### config.mk
export PLATFORM = sky130hd
export DESIGN_NAME = inval_subsys_top
export DESIGN_NICKNAME = d
export VERILOG_FILES = /design/src/inval_pkg.sv /design/src/aw_fifo.sv /design/src/axi_inval_filter.sv /design/src/l1_tag_store.sv /design/src/inval_cfg_regs.sv /design/src/inval_subsys_top.sv
export SDC_FILE = /design/constraint.sdc
export NUM_CORES = 1
export LEC_CHECK = 0
export BUFFER_PORTS_ARGS = -buffer_cell sky130_fd_sc_hd__buf_2
export CELL_PAD_IN_SITES_DETAIL_PLACEMENT = 2
export CELL_PAD_IN_SITES_GLOBAL_PLACEMENT = 2
export CORE_AREA = 8 8 307 339
export DETAILED_ROUTE_END_ITERATION = 6
export DIE_AREA = 0 0 315 347
export PLACE_DENSITY_LB_ADDON = 0.1
export SYNTH_ARGS = -nofsm -noshare
export SYNTH_HDL_FRONTEND = slang
export SYNTH_SLANG_ARGS = --single-unit
### constraint.sdc
create_clock -name clk_i -period 6.6 [get_ports clk_i]
set_clock_uncertainty 0.1 [all_clocks]
set_input_delay 0.66 -clock clk_i [delete_from_list [all_inputs] [get_ports clk_i]]
set_output_delay 0.66 -clock clk_i [all_outputs]
set_load 0.05 [all_outputs]
### src/inval_pkg.sv
package inval_pkg;

  // ----------------------------------------------------------
  // Bus and cache geometry
  // ----------------------------------------------------------

  // AXI write path widths
  localparam int unsigned ADDR_W = 32;
  localparam int unsigned DATA_W = 32;
  localparam int unsigned ID_W   = 4;
  localparam int unsigned STRB_W = DATA_W / 8;

  // L1 line layout: offset, then set index, then tag
  localparam int unsigned LINE_BYTES = 16;
  localparam int unsigned LINE_OFF_W = $clog2(LINE_BYTES);
  localparam int unsigned L1_SETS    = 16;
  localparam int unsigned SET_W      = $clog2(L1_SETS);
  localparam int unsigned TAG_W      = ADDR_W - SET_W - LINE_OFF_W;

  // Outstanding write addresses waiting for invalidation
  localparam int unsigned FIFO_DEPTH = 4;
  localparam int unsigned FIFO_PTR_W = $clog2(FIFO_DEPTH);

  // Config bus and counter
  localparam int unsigned CNT_W     = 16;
  localparam int unsigned WB_ADR_W  = 4;
  localparam int unsigned WB_DATA_W = 32;

  typedef logic [ADDR_W-1:0]    addr_t;
  typedef logic [WB_DATA_W-1:0] wb_data_t;

  // ----------------------------------------------------------
  // AXI write channels
  // ----------------------------------------------------------

  typedef struct packed {
    logic [ID_W-1:0] id;
    addr_t           addr;
    logic [7:0]      len;
    logic [2:0]      size;
  } axi_aw_t;

  typedef struct packed {
    logic [DATA_W-1:0] data;
    logic [STRB_W-1:0] strb;
    logic              last;
  } axi_w_t;

  typedef struct packed {
    logic [ID_W-1:0] id;
    logic [1:0]      resp;
  } axi_b_t;

  // Master to slave direction
  typedef struct packed {
    axi_aw_t aw;
    logic    aw_valid;
    axi_w_t  w;
    logic    w_valid;
    logic    b_ready;
  } axi_req_t;

  // Slave to master direction
  typedef struct packed {
    logic   aw_ready;
    logic   w_ready;
    axi_b_t b;
    logic   b_valid;
  } axi_resp_t;

  // Line invalidation request toward the L1
  typedef struct packed {
    addr_t addr;
    logic  valid;
  } inval_req_t;

  // ----------------------------------------------------------
  // Wishbone config bus
  // ----------------------------------------------------------

  typedef struct packed {
    logic                cyc;
    logic                stb;
    logic                we;
    logic [WB_ADR_W-1:0] adr;
    wb_data_t            dat;
  } wb_req_t;

  typedef struct packed {
    logic     ack;
    wb_data_t dat;
  } wb_rsp_t;

  typedef enum logic {
    FILT_IDLE,
    FILT_INVAL
  } filter_state_e;

  typedef enum logic [WB_ADR_W-1:0] {
    REG_CTRL    = 4'h0,
    REG_INV_CNT = 4'h4
  } cfg_reg_e;

endpackage

### src/aw_fifo.sv
module aw_fifo (
  input  logic               clk_i,
  input  logic               rst_ni,
  input  logic               push_i,
  input  inval_pkg::axi_aw_t data_i,
  input  logic               pop_i,
  output inval_pkg::axi_aw_t data_o,
  output logic               full_o,
  output logic               empty_o
);

  // Storage, no reset needed on the payload
  inval_pkg::axi_aw_t mem_q [inval_pkg::FIFO_DEPTH];

  logic [inval_pkg::FIFO_PTR_W-1:0] rd_ptr_q;
  logic [inval_pkg::FIFO_PTR_W-1:0] wr_ptr_q;
  logic [inval_pkg::FIFO_PTR_W:0]   cnt_q;
  logic                             stored_empty;
  logic                             bypass;
  logic                             do_push;
  logic                             do_pop;

  assign stored_empty = (cnt_q == '0);
  assign full_o       = (cnt_q == (inval_pkg::FIFO_PTR_W + 1)'(inval_pkg::FIFO_DEPTH));
  // Fall through: an incoming beat makes the FIFO look non-empty at once
  assign empty_o      = stored_empty & ~push_i;
  assign data_o       = stored_empty ? data_i : mem_q[rd_ptr_q];

  // Push and pop on an empty FIFO skip the storage entirely
  assign bypass  = stored_empty & push_i & pop_i;
  assign do_push = push_i & ~full_o & ~bypass;
  assign do_pop  = pop_i & ~stored_empty;

  always_ff @(posedge clk_i or negedge rst_ni) begin
    if (!rst_ni) begin
      rd_ptr_q <= '0;
      wr_ptr_q <= '0;
      cnt_q    <= '0;
    end else begin
      if (do_push) begin
        wr_ptr_q <= wr_ptr_q + 1'b1;
      end
      if (do_pop) begin
        rd_ptr_q <= rd_ptr_q + 1'b1;
      end
      // Count only moves when exactly one side acts
      if (do_push && !do_pop) begin
        cnt_q <= cnt_q + 1'b1;
      end else if (do_pop && !do_push) begin
        cnt_q <= cnt_q - 1'b1;
      end
    end
  end

  always_ff @(posedge clk_i) begin
    if (do_push) begin
      mem_q[wr_ptr_q] <= data_i;
    end
  end

endmodule

### src/axi_inval_filter.sv
module axi_inval_filter (
  input  logic                  clk_i,
  input  logic                  rst_ni,
  input  logic                  enable_i,
  input  inval_pkg::axi_req_t   slv_req_i,
  output inval_pkg::axi_resp_t  slv_resp_o,
  output inval_pkg::axi_req_t   mst_req_o,
  input  inval_pkg::axi_resp_t  mst_resp_i,
  output inval_pkg::inval_req_t inval_o,
  input  logic                  inval_ready_i
);

  logic                     fifo_full;
  logic                     fifo_empty;
  logic                     fifo_push;
  logic                     fifo_pop;
  inval_pkg::axi_aw_t       fifo_head;
  inval_pkg::addr_t         offset_d;
  inval_pkg::addr_t         offset_q;
  inval_pkg::addr_t         next_offset;
  inval_pkg::addr_t         burst_bytes;
  logic                     last_line;
  logic                     inval_fire;
  inval_pkg::filter_state_e state_d;
  inval_pkg::filter_state_e state_q;

  // ----------------------------------------------------------
  // Write channel pass-through
  // ----------------------------------------------------------

  always_comb begin
    mst_req_o  = slv_req_i;
    slv_resp_o = mst_resp_i;
    // Hold off new addresses while the queue is full
    if (fifo_full && enable_i) begin
      slv_resp_o.aw_ready = 1'b0;
    end
  end

  // Queue every accepted AW while snooping is on
  assign fifo_push = slv_req_i.aw_valid & slv_resp_o.aw_ready & enable_i;

  aw_fifo i_aw_fifo (
    .clk_i   (clk_i),
    .rst_ni  (rst_ni),
    .push_i  (fifo_push),
    .data_i  (slv_req_i.aw),
    .pop_i   (fifo_pop),
    .data_o  (fifo_head),
    .full_o  (fifo_full),
    .empty_o (fifo_empty)
  );

  // ----------------------------------------------------------
  // Line stepping
  // ----------------------------------------------------------

  // Request for the line at the current offset of the head burst
  assign inval_o.valid = ~fifo_empty;
  assign inval_o.addr  = fifo_head.addr + offset_q;
  assign inval_fire    = inval_o.valid & inval_ready_i;

  // Total burst bytes, (len + 1) << size
  assign burst_bytes = (inval_pkg::addr_t'(fifo_head.len) + 1'b1) << fifo_head.size;
  assign next_offset = offset_q + inval_pkg::addr_t'(inval_pkg::LINE_BYTES);
  // Current line is the final one of this burst
  assign last_line   = (next_offset >= burst_bytes);

  always_comb begin
    state_d  = state_q;
    offset_d = offset_q;
    fifo_pop = 1'b0;
    case (state_q)
      inval_pkg::FILT_IDLE: begin
        // First line goes out at offset zero
        if (inval_fire) begin
          if (last_line) begin
            fifo_pop = 1'b1;
          end else begin
            state_d  = inval_pkg::FILT_INVAL;
            offset_d = next_offset;
          end
        end
      end
      inval_pkg::FILT_INVAL: begin
        // Step one line per accepted request
        if (inval_fire) begin
          if (last_line) begin
            state_d  = inval_pkg::FILT_IDLE;
            offset_d = '0;
            fifo_pop = 1'b1;
          end else begin
            offset_d = next_offset;
          end
        end
      end
      default: begin
        state_d  = inval_pkg::FILT_IDLE;
        offset_d = '0;
      end
    endcase
  end

  always_ff @(posedge clk_i or negedge rst_ni) begin
    if (!rst_ni) begin
      state_q  <= inval_pkg::FILT_IDLE;
      offset_q <= '0;
    end else begin
      state_q  <= state_d;
      offset_q <= offset_d;
    end
  end

endmodule

### src/l1_tag_store.sv
module l1_tag_store (
  input  logic                        clk_i,
  input  logic                        rst_ni,
  input  logic                        fill_valid_i,
  input  logic [inval_pkg::ADDR_W-1:0] fill_addr_i,
  input  inval_pkg::inval_req_t       inval_i,
  output logic                        inval_ready_o,
  input  logic [inval_pkg::ADDR_W-1:0] lookup_addr_i,
  output logic                        lookup_hit_o
);

  // ----------------------------------------------------------
  // Tag and valid arrays
  // ----------------------------------------------------------

  logic [inval_pkg::L1_SETS-1:0]                       valid_q;
  logic [inval_pkg::L1_SETS-1:0][inval_pkg::TAG_W-1:0] tag_q;

  // Address split per port
  logic [inval_pkg::SET_W-1:0] fill_set;
  logic [inval_pkg::TAG_W-1:0] fill_tag;
  logic [inval_pkg::SET_W-1:0] inv_set;
  logic [inval_pkg::TAG_W-1:0] inv_tag;
  logic [inval_pkg::SET_W-1:0] lk_set;
  logic [inval_pkg::TAG_W-1:0] lk_tag;
  logic                        inv_accept;
  logic                        inv_match;

  assign fill_set = fill_addr_i[inval_pkg::LINE_OFF_W +: inval_pkg::SET_W];
  assign fill_tag = fill_addr_i[inval_pkg::ADDR_W-1 -: inval_pkg::TAG_W];
  assign inv_set  = inval_i.addr[inval_pkg::LINE_OFF_W +: inval_pkg::SET_W];
  assign inv_tag  = inval_i.addr[inval_pkg::ADDR_W-1 -: inval_pkg::TAG_W];
  assign lk_set   = lookup_addr_i[inval_pkg::LINE_OFF_W +: inval_pkg::SET_W];
  assign lk_tag   = lookup_addr_i[inval_pkg::ADDR_W-1 -: inval_pkg::TAG_W];

  // ----------------------------------------------------------
  // Write port arbitration
  // ----------------------------------------------------------

  // Fill owns the single write port when active
  assign inval_ready_o = ~fill_valid_i;
  assign inv_accept    = inval_i.valid & inval_ready_o;
  // Only a line holding the same tag is dropped
  assign inv_match     = (tag_q[inv_set] == inv_tag);

  always_ff @(posedge clk_i or negedge rst_ni) begin
    if (!rst_ni) begin
      valid_q <= '0;
      tag_q   <= '0;
    end else if (fill_valid_i) begin
      valid_q[fill_set] <= 1'b1;
      tag_q[fill_set]   <= fill_tag;
    end else if (inv_accept && inv_match) begin
      valid_q[inv_set] <= 1'b0;
    end
  end

  // Combinational lookup on the stored state
  assign lookup_hit_o = valid_q[lk_set] & (tag_q[lk_set] == lk_tag);

endmodule

### src/inval_cfg_regs.sv
module inval_cfg_regs (
  input  logic               clk_i,
  input  logic               rst_ni,
  input  inval_pkg::wb_req_t wb_req_i,
  output inval_pkg::wb_rsp_t wb_rsp_o,
  input  logic               inval_fire_i,
  output logic               enable_o
);

  logic                        ack_q;
  inval_pkg::wb_data_t         rdata_d;
  inval_pkg::wb_data_t         rdata_q;
  logic                        enable_q;
  logic [inval_pkg::CNT_W-1:0] cnt_q;
  logic                        wb_access;
  logic                        wr_ctrl;
  logic                        wr_cnt;
  logic                        cnt_full;

  // ----------------------------------------------------------
  // Bus decode
  // ----------------------------------------------------------

  // New access seen, ack goes out on the next cycle
  assign wb_access = wb_req_i.cyc & wb_req_i.stb & ~ack_q;
  assign wr_ctrl   = wb_access & wb_req_i.we & (wb_req_i.adr == inval_pkg::REG_CTRL);
  assign wr_cnt    = wb_access & wb_req_i.we & (wb_req_i.adr == inval_pkg::REG_INV_CNT);
  assign cnt_full  = &cnt_q;

  // Read mux, unmapped offsets return zero
  always_comb begin
    case (wb_req_i.adr)
      inval_pkg::REG_CTRL:    rdata_d = inval_pkg::wb_data_t'(enable_q);
      inval_pkg::REG_INV_CNT: rdata_d = inval_pkg::wb_data_t'(cnt_q);
      default:                rdata_d = '0;
    endcase
  end

  // ----------------------------------------------------------
  // Registers
  // ----------------------------------------------------------

  always_ff @(posedge clk_i or negedge rst_ni) begin
    if (!rst_ni) begin
      ack_q    <= 1'b0;
      enable_q <= 1'b1;
      cnt_q    <= '0;
    end else begin
      ack_q <= wb_access;
      if (wr_ctrl) begin
        enable_q <= wb_req_i.dat[0];
      end
      // Clear beats a same-edge increment
      if (wr_cnt) begin
        cnt_q <= '0;
      end else if (inval_fire_i && !cnt_full) begin
        cnt_q <= cnt_q + 1'b1;
      end
    end
  end

  // Read data captured with the access, shown with ack
  always_ff @(posedge clk_i) begin
    if (wb_access) begin
      rdata_q <= rdata_d;
    end
  end

  assign wb_rsp_o.ack = ack_q;
  assign wb_rsp_o.dat = rdata_q;
  assign enable_o     = enable_q;

endmodule

### src/inval_subsys_top.sv
module inval_subsys_top (
  input  logic                         clk_i,
  input  logic                         rst_ni,
  input  inval_pkg::axi_req_t          slv_req_i,
  output inval_pkg::axi_resp_t         slv_resp_o,
  output inval_pkg::axi_req_t          mst_req_o,
  input  inval_pkg::axi_resp_t         mst_resp_i,
  input  inval_pkg::wb_req_t           wb_req_i,
  output inval_pkg::wb_rsp_t           wb_rsp_o,
  input  logic                         fill_valid_i,
  input  logic [inval_pkg::ADDR_W-1:0] fill_addr_i,
  input  logic [inval_pkg::ADDR_W-1:0] lookup_addr_i,
  output logic                         lookup_hit_o
);

  // Filter to L1 request and its handshake
  inval_pkg::inval_req_t inval;
  logic                  inval_ready;
  logic                  inval_fire;
  logic                  enable;

  // Counted once per accepted line request
  assign inval_fire = inval.valid & inval_ready;

  axi_inval_filter i_filter (
    .clk_i         (clk_i),
    .rst_ni        (rst_ni),
    .enable_i      (enable),
    .slv_req_i     (slv_req_i),
    .slv_resp_o    (slv_resp_o),
    .mst_req_o     (mst_req_o),
    .mst_resp_i    (mst_resp_i),
    .inval_o       (inval),
    .inval_ready_i (inval_ready)
  );

  l1_tag_store i_tag_store (
    .clk_i         (clk_i),
    .rst_ni        (rst_ni),
    .fill_valid_i  (fill_valid_i),
    .fill_addr_i   (fill_addr_i),
    .inval_i       (inval),
    .inval_ready_o (inval_ready),
    .lookup_addr_i (lookup_addr_i),
    .lookup_hit_o  (lookup_hit_o)
  );

  // Config block, enable line back into the filter
  inval_cfg_regs i_cfg_regs (
    .clk_i        (clk_i),
    .rst_ni       (rst_ni),
    .wb_req_i     (wb_req_i),
    .wb_rsp_o     (wb_rsp_o),
    .inval_fire_i (inval_fire),
    .enable_o     (enable)
  );

endmodule

# [Yosys cells after proc, flatten, opt, wreduce, memory -nomap -nowiden]
# Memory sizes are Yosys's and may differ from the RTL's.
# Index checks and enable logic that the tools add are counted.
[op_classes] n_addsub=8 multipliers=0 n_div=0 n_lt_le_gt_ge=6 eq_ne=7 shifts=1 mux=35 bitwise_logic=26 reduce_logical=17
[op_table] operator="$bwmux 384" n=1
[op_table] operator="$bmux 24 s4" n=2
[op_table] operator="$mux 32" n=4
[op_table] operator="$demux 24 s4" n=1
[op_table] operator="$mux 24" n=3
[op_table] operator="$mux 16" n=4
[op_table] operator="$pmux 32 s2" n=1
[op_table] operator="$eq 24x24->1" n=2
[op_table] operator="$mux 43" n=1
[op_table] operator="$add 32x32->32" n=1
[op_table] operator="$add 32x5->32 const B" n=1
[op_table] operator="$ge 32x32->1" n=1
[op_table] operator="$pmux 16 s2" n=1
[op_table] operator="$shl 32x3->32" n=1
[op_table] operator="$add 16x1->16 const B" n=1
[op_table] operator="$and 16x16->16" n=1
[op_table] operator="$not 16->16" n=1
[op_table] operator="$or 16x16->16" n=1
[op_table] operator="$reduce_and 16->1" n=1
[op_table] operator="$and 1x1->1" n=15
[op_table] operator="$lt 4x5->1 const B" n=3
[op_table] operator="$mux 1" n=11
[op_table] operator="$add 8x1->9 const B" n=1
[op_table] operator="$demux 1 s4" n=2
[op_table] operator="other kinds (18)" n=39
[word_totals] register_bits=490 latchBits=0 mem_bits_rw=188 mem_bits_ro=0 in_bits=202 out_inout_bits=130 elab_cells=127 memories=1
[mem_list] memory="i_filter.i_aw_fifo.mem_q" depth=4 word_bits=47 rd=1 rd_ports_with_merged_regs=0 write_ports=1 line="aw_fifo.sv:13" text="inval_pkg::axi_aw_t mem_q [inval_pkg::FIFO_DEPTH];"

# [Depth between registers and ports, before layout]
[logic_depth] depth_word=17 depth_mapped=31 ltp_nobuf=25

# [Hierarchy]
# From an unflattened synthesis, not the netlist that was laid out.
[unflattened] cells_unflattened=2485 hier_area_um2=35903.2
[by_module_without_submodules] module="l1_tag_store" n_inst=1 cells_each=1471 area_each_um2=22033.6 seq_area_each_um2=10009.6
[by_module_without_submodules] module="aw_fifo" n_inst=1 cells_each=335 area_each_um2=7790.0 seq_area_each_um2=5820.6
[by_module_without_submodules] module="axi_inval_filter" n_inst=1 cells_each=522 area_each_um2=4311.6 seq_area_each_um2=725.7
[by_module_without_submodules] module="inval_cfg_regs" n_inst=1 cells_each=156 area_each_um2=1761.7 seq_area_each_um2=932.1
[by_module_without_submodules] module="inval_subsys_top" n_inst=1 cells_each=1 area_each_um2=6.3 seq_area_each_um2=0.0

# [Worst setup path after synthesis]
# Ideal clock, no wire load.
[synth_timing] kind="register to register" startpoint="reg i_filter.i_aw_fifo.cnt_q[0] in the netlist's numbering" endpoint="mem i_filter.i_aw_fifo.mem_q[0][0] in the netlist's numbering (enable)" setup_time_ps=400 arrival_time_ps=5862 required_time_ps=6100 path_slack_ps=238 path_stages_with_launch=25 n_path_buf=6 period_less_slack_ps=6362 path_cell_list="dfrtp_1 or3_1 clkbuf_1 buf_1 clkbuf_1 clkbuf_1 nand2_1 nand2_1 ha_1 clkbuf_1 a311o_1 and3_1 mux2i_1 or2_2 ha_1 a21o_1 a21o_1 a21oi_1 o2111ai_1 a21oi_1 nand4_1 or3b_1 clkbuf_1 a21boi_2 and2_1"
[synth_between] elab_chain_len=15 word_cells_on_any_way=24 cone_classes="add/sub: 1; order compare: 1; eq/ne: 1; shift: 1; mux: 6; bitwise: 12; reduce/logical: 2"
[synth_rtl] element="from (decl)" line="aw_fifo.sv:17" text="logic [inval_pkg::FIFO_PTR_W:0] cnt_q;"
[synth_rtl] element="from (signal assigned)" line="aw_fifo.sv:48" text="cnt_q <= cnt_q + 1'b1;"
[synth_rtl] element="from (signal assigned)" line="aw_fifo.sv:50" text="cnt_q <= cnt_q - 1'b1;"
[synth_rtl] element="branches (longest 12 deep; another with $ge 32x32->1)"
[synth_rtl] element="$and 1x1->1 (*)" line="aw_fifo.sv:31" text="assign do_push = push_i & ~full_o & ~bypass;"
[synth_rtl] element="named net i_filter.i_aw_fifo.do_push" line="aw_fifo.sv:20" text="logic do_push;"
[synth_rtl] element="$mux 1 (*)" line="aw_fifo.sv:56" text="if (do_push) begin"
[synth_rtl] element="$mux 1 (implied by the code) (*)" line="aw_fifo.sv:57" text="mem_q[wr_ptr_q] <= data_i;"
[synth_rtl] element="to (decl)" line="aw_fifo.sv:13"
# Mark *: on every way through the listed nets, which the timed path passes.

# [Worst setup path in the final report]
[layout_timing] startpoint="reg i_filter.i_aw_fifo.rd_ptr_q[0] in the netlist's numbering" endpoint="reg i_filter.i_aw_fifo.cnt_q[2] in the netlist's numbering"
[layout_between] elab_chain_len=13 word_cells_on_any_way=17 cone_classes="add/sub: 1; order compare: 1; shift: 1; mux: 4; bitwise: 4; reduce/logical: 5; memory: 1"
[layout_rtl] element="from (decl)" line="aw_fifo.sv:15" text="logic [inval_pkg::FIFO_PTR_W-1:0] rd_ptr_q;"
[layout_rtl] element="from (signal assigned)" line="aw_fifo.sv:44" text="rd_ptr_q <= rd_ptr_q + 1'b1;"
[layout_rtl] element="$mem_v2 4x47 (*)"
[layout_rtl] element="$mux 43 (*)" line="aw_fifo.sv:27" text="assign data_o = stored_empty ? data_i : mem_q[rd_ptr_q];"
[layout_rtl] element="$add 8x1->9" line="axi_inval_filter.sv:64" text="assign burst_bytes = (inval_pkg::addr_t'(fifo_head.len) + 1'b1) << fifo_head.size;"
[layout_rtl] element="$shl 32x3->32 (*)" line="axi_inval_filter.sv:64"
[layout_rtl] element="$ge 32x32->1 (*)" line="axi_inval_filter.sv:67" text="assign last_line = (next_offset >= burst_bytes);"
[layout_rtl] element="$mux 1 (*)" line="axi_inval_filter.sv:77, axi_inval_filter.sv:88"
[layout_rtl] element="$mux 1 (*)" line="axi_inval_filter.sv:76, axi_inval_filter.sv:87"
[layout_rtl] element="$and 1x1->1 (*)" line="aw_fifo.sv:30" text="assign bypass = stored_empty & push_i & pop_i;"
[layout_rtl] element="$not 1->1 (*)" line="aw_fifo.sv:31"
[layout_rtl] element="$and 1x1->1 (*)" line="aw_fifo.sv:31"
[layout_rtl] element="named net i_filter.i_aw_fifo.do_push" line="aw_fifo.sv:20"
[layout_rtl] element="$logic_not 1->1" line="aw_fifo.sv:49" text="end else if (do_pop && !do_push) begin"
[layout_rtl] element="$logic_and 1x1->1" line="aw_fifo.sv:49"
[layout_rtl] element="$reduce_bool 2->1 (no line)"
# The timed path passes the listed nets; every way through them passes the cells marked *.
# A chain may end at the register's enable or synchronous reset.

==> impl_metrics.tcl <==
set metrics [dict create \
    arrival_ns 6.52 \
    totalPowerFinal_mw 20.84 \
    yosysWarnings 0 \
    htreeDepth 3 \
    worstMarginPinSlew_ns 1.146 \
    startpoint "i_filter.i_aw_fifo.rd_ptr_q[0]$_DFFE_PN0P_" \
    placed_area_sq_mm 0.03590 \
    root_buffer "clkbuf_16" \
    hold_violations 0 \
    routabilityCongestion 0.7679 \
    fp.dieH_um 347 \
    portBuffers 166 \
    syn_avg_cell_area_sq_um 13.97 \
    cp_max_fo 9 \
    n_fill_cell 9695 \
    clk_latency_ns 0.64 \
    p_per_area_mw_per_mm2 542.5 \
    synth-edff-count 172 \
    io_pins 332 \
    drive_gt1_share_pct 41.22 \
    async_flop_share_pct 72.52 \
    die_x_um 315 \
    slowest_delay_ns 0.56 \
    areaGrowthSynthToFinish_pct 12.72 \
    via_count 21732 \
    grt_remaining_overflow 0 \
    ys_ff_latch 626 \
    crit_chain "mux4_2 > mux2i_1 > inv_1 > ha_1 > and2_1 > o211ai_1 > and3_1 > mux2i_1 > or2_2 > ha_1 > a21o_1 > a21o_1 > a21oi_1 > o2111ai_1 > a21oi_1 > nand4_1 > or3b_1 > a21boi_2 > ha_1 > inv_1 > fa_1 > xor2_1 > nor2_1 > xor2_1" \
    synthDistinctLibCells 81 \
    hp-start "slv_req_i[79]" \
    viasPerCell 5.629 \
    setup_viol 0 \
    total_leakage_power_nw 15.38 \
    place_hpwl_um 72410 \
    cp_common_cell "ha_1" \
    finalNetCount 2758 \
    num_rows 121 \
    critPathLaunchType "flop" \
    syn_area_sq_mm 0.03408 \
    fin_util_pct 39.09 \
    ys.flop_type "dfrtp_1" \
    grt_max_degree 161 \
    critical_path_class "reg -> reg" \
    hold_class "in -> reg" \
    route.detailed.drc 0 \
    coreArea_sq_mm 0.09826 \
    ant_nets 0 \
    cp.required_ns 7.05 \
    drt-initial-drc-count 1144 \
    rsz0062_at_grt "false" \
    wl_per_cell_um 29.06 \
    first_pass_iters 4 \
    track_usage_pct 20.56 \
    path_buf_inv 2 \
    grt_pass1_vias 25047 \
    slew_violations 0 \
    cts_buffers 77 \
    synth_cells 2439 \
    fmax_ghz 0.1649 \
    drt_wl_total_um 112200 \
    cts.sink_count 626 \
    dp_slack_ns 0.2682 \
    grt_pass1_wl_um 168900 \
    yosysSeqAreaShare_pct 48.50 \
    tritoncts "done" \
    max-cap-violations 0 \
    ir_drop_uv 430.9 \
    status "finished clean" \
    end_kind "flop" \
    final_cell_area_sq_mm 0.03841 \
    die_area_sq_mm 0.1093 \
    layout_setup_ws_ns 0.5356 \
    worst_path_max_delay_cell "mux4_2" \
    cts_buffer_depth 3 \
    initial_core_util_pct 34.68 \
    min_period_ns 6.064 \
    final.setup.tns_ns 0 \
    crit-reg2reg-launch "i_filter.i_aw_fifo.rd_ptr_q[0]$_DFFE_PN0P_" \
    slew-limit-headroom_pct 23.35 \
    cts.clk_slew.worst_paths_ns 0.05 \
    antenna_found_initial 7 \
    cp_top_family "simple AND/OR/NAND/NOR gates" \
    period_share_pct 91.88 \
]
## state kept, by name, indices dropped and copies added (netlist names)
name,count
i_filter.state_q,1
i_cfg_regs.enable_o,1
i_filter.i_aw_fifo.wr_ptr_q,2
i_filter.offset_q,28
i_tag_store.tag_q,384
i_filter.i_aw_fifo.rd_ptr_q,2
i_cfg_regs.ack_q,1
i_filter.i_aw_fifo.cnt_q,3
i_cfg_regs.cnt_q,16
i_tag_store.valid_q,16
i_cfg_regs.rdata_q,16
i_filter.i_aw_fifo.mem_q,156
## per-layer routing
metal | global-route usage, % | up-vias | share of wire, %
met4 | 6.759 | 4 | 3.2
met5 | 0 | - | 0.027
met2 | 36.58 | 418 | 51
li1 | - | 9342 | -
met1 | 25.72 | 11782 | 42
met3 | 2.674 | 186 | 3.4
## stage by stage
step,instances,hold slack (ns)
finish,3861,0.1750
global route,3861,0.1556
CTS,3856,0.1261
detailed placement,3715,0.3915
global placement,3715,0.3609
floorplan,2454,0.2644
## cell families (layout without fill, tap and decap cells)
kind of cell,count (synthesis),in the layout,synth area share [%]
other cells,1,17,0.01100
simple gates,465,465,6.807
xor+xnor,97,97,2.838
flops,626,626,48.50
buf+inv,302,417,5.030
fa+ha+maj,48,48,1.784
mux,666,666,30.54
compound gates,234,234,4.491
## cells in the mapped netlist (5+ instances only)
master	instances	area (sq um)
o21a_1	5	37.54
a31oi_1	25	156.4
edfxtp_1	172	5165
or3_1	8	50.05
o22a_1	6	52.55
nor2b_1	10	62.56
xor2_1	43	376.6
nand4_1	23	143.9
o221ai_1	8	70.07
buf_6	7	78.83
nor2_1	84	315.3
and3_1	27	168.9
nand3_1	29	145.1
inv_1	22	82.58
and2_1	31	193.9
xnor3_1	8	180.2
a211oi_1	5	37.54
a21oi_1	75	375.4
buf_4	125	938.4
a22o_1	8	70.07
dfrtp_1	453	11340
buf_2	14	70.07
and4_1	5	43.79
o21ai_0	23	115.1
mux4_2	260	5856
buf_1	32	120.1
ha_1	47	588.1
nand2b_1	10	62.56
xnor2_1	45	394.1
mux2_2	389	4380
nand2_1	139	521.8
clkbuf_1	97	364.1
nor3_1	54	270.3
mux2i_1	17	170.2
o22ai_1	13	81.33
nor4_1	23	143.9
a21o_1	20	150.1
## power breakdown
part           internal (mW)  total, mW  switching, mW  leakage, nW
Sequential              4.65       5.22          0.565         7.14
Clock                   2.43       4.15           1.72         1.21
Combinational           5.13       11.5           6.34         7.04
Total                   12.2       20.8           8.63         15.4
## cell usage in the layout (no fill, tap or decap), types with 27 or more instances in the layout
| cell type | instances |
|---|---|
| a21oi_1 | 75 |
| and2_1 | 27 |
| and3_1 | 27 |
| buf_2 | 163 |
| buf_4 | 74 |
| clkbuf_16 | 79 |
| dfrtp_1 | 451 |
| edfxtp_1 | 172 |
| ha_1 | 46 |
| mux2_2 | 389 |
| mux4_2 | 260 |
| nand2_1 | 138 |
| nand3_1 | 29 |
| nor2_1 | 75 |
| nor3_1 | 53 |
| xnor2_1 | 45 |
| xor2_1 | 42 |
## what timing repair did
action	CTS	global route
hold buffers	1	0
setup endpoints to repair	0	2
gates resized for setup	0	1
hold endpoints to repair	68	0
setup buffers	0	4
## path summary, 6_finish.rpt
path                                                                   end  slack [ns]  cells past startpoint
worst max register to register     i_filter.i_aw_fifo.cnt_q[2]$_DFFE_PN0P_        0.54                     24
min in group asynchronous               i_tag_store.tag_q[151]$_DFFE_PN0P_        0.51                      2
worst min-delay path             i_filter.i_aw_fifo.mem_q[1][39]$_DFFE_PP_        0.18                      1
worst max-delay path               i_filter.i_aw_fifo.cnt_q[2]$_DFFE_PN0P_        0.54                     24
worst min register to register                i_filter.state_q$_DFFE_PN0P_        0.40                      1
max in group asynchronous       i_filter.i_aw_fifo.rd_ptr_q[0]$_DFFE_PN0P_        4.46                      3
## worst reg2reg max path, delay by kind of cell, from the launching register on
| family | cells | cell delay [ns] |
|---|---|---|
| AND/OR/NAND/NOR | 6 | 1.48 |
| AO/OA/AOI/OAI | 7 | 1.33 |
| adder cells (fa/ha/maj) | 4 | 1.21 |
| multiplexers | 3 | 0.90 |
| flip-flops | 1 | 0.48 |
| XOR/XNOR | 2 | 0.33 |
| buffers and inverters | 2 | 0.17 |
## layout make-up
type / instances / area [sq um] / area share [%]
Antenna cell: 1 / 2.502 / 0.006515
Clock inverter: 29 / 250.2 / 0.6515
Inverter: 22 / 82.58 / 0.2150
Tap cell: 1291 / 1615 / 4.205
Sequential cell: 626 / 16530 / 43.04
Multi-Input combinational cell: 1526 / 16020 / 41.72
Timing Repair Buffer: 255 / 1708 / 4.447
Clock buffer: 111 / 2197 / 5.720
No activity file was read; power rests on OpenSTA's default activity.
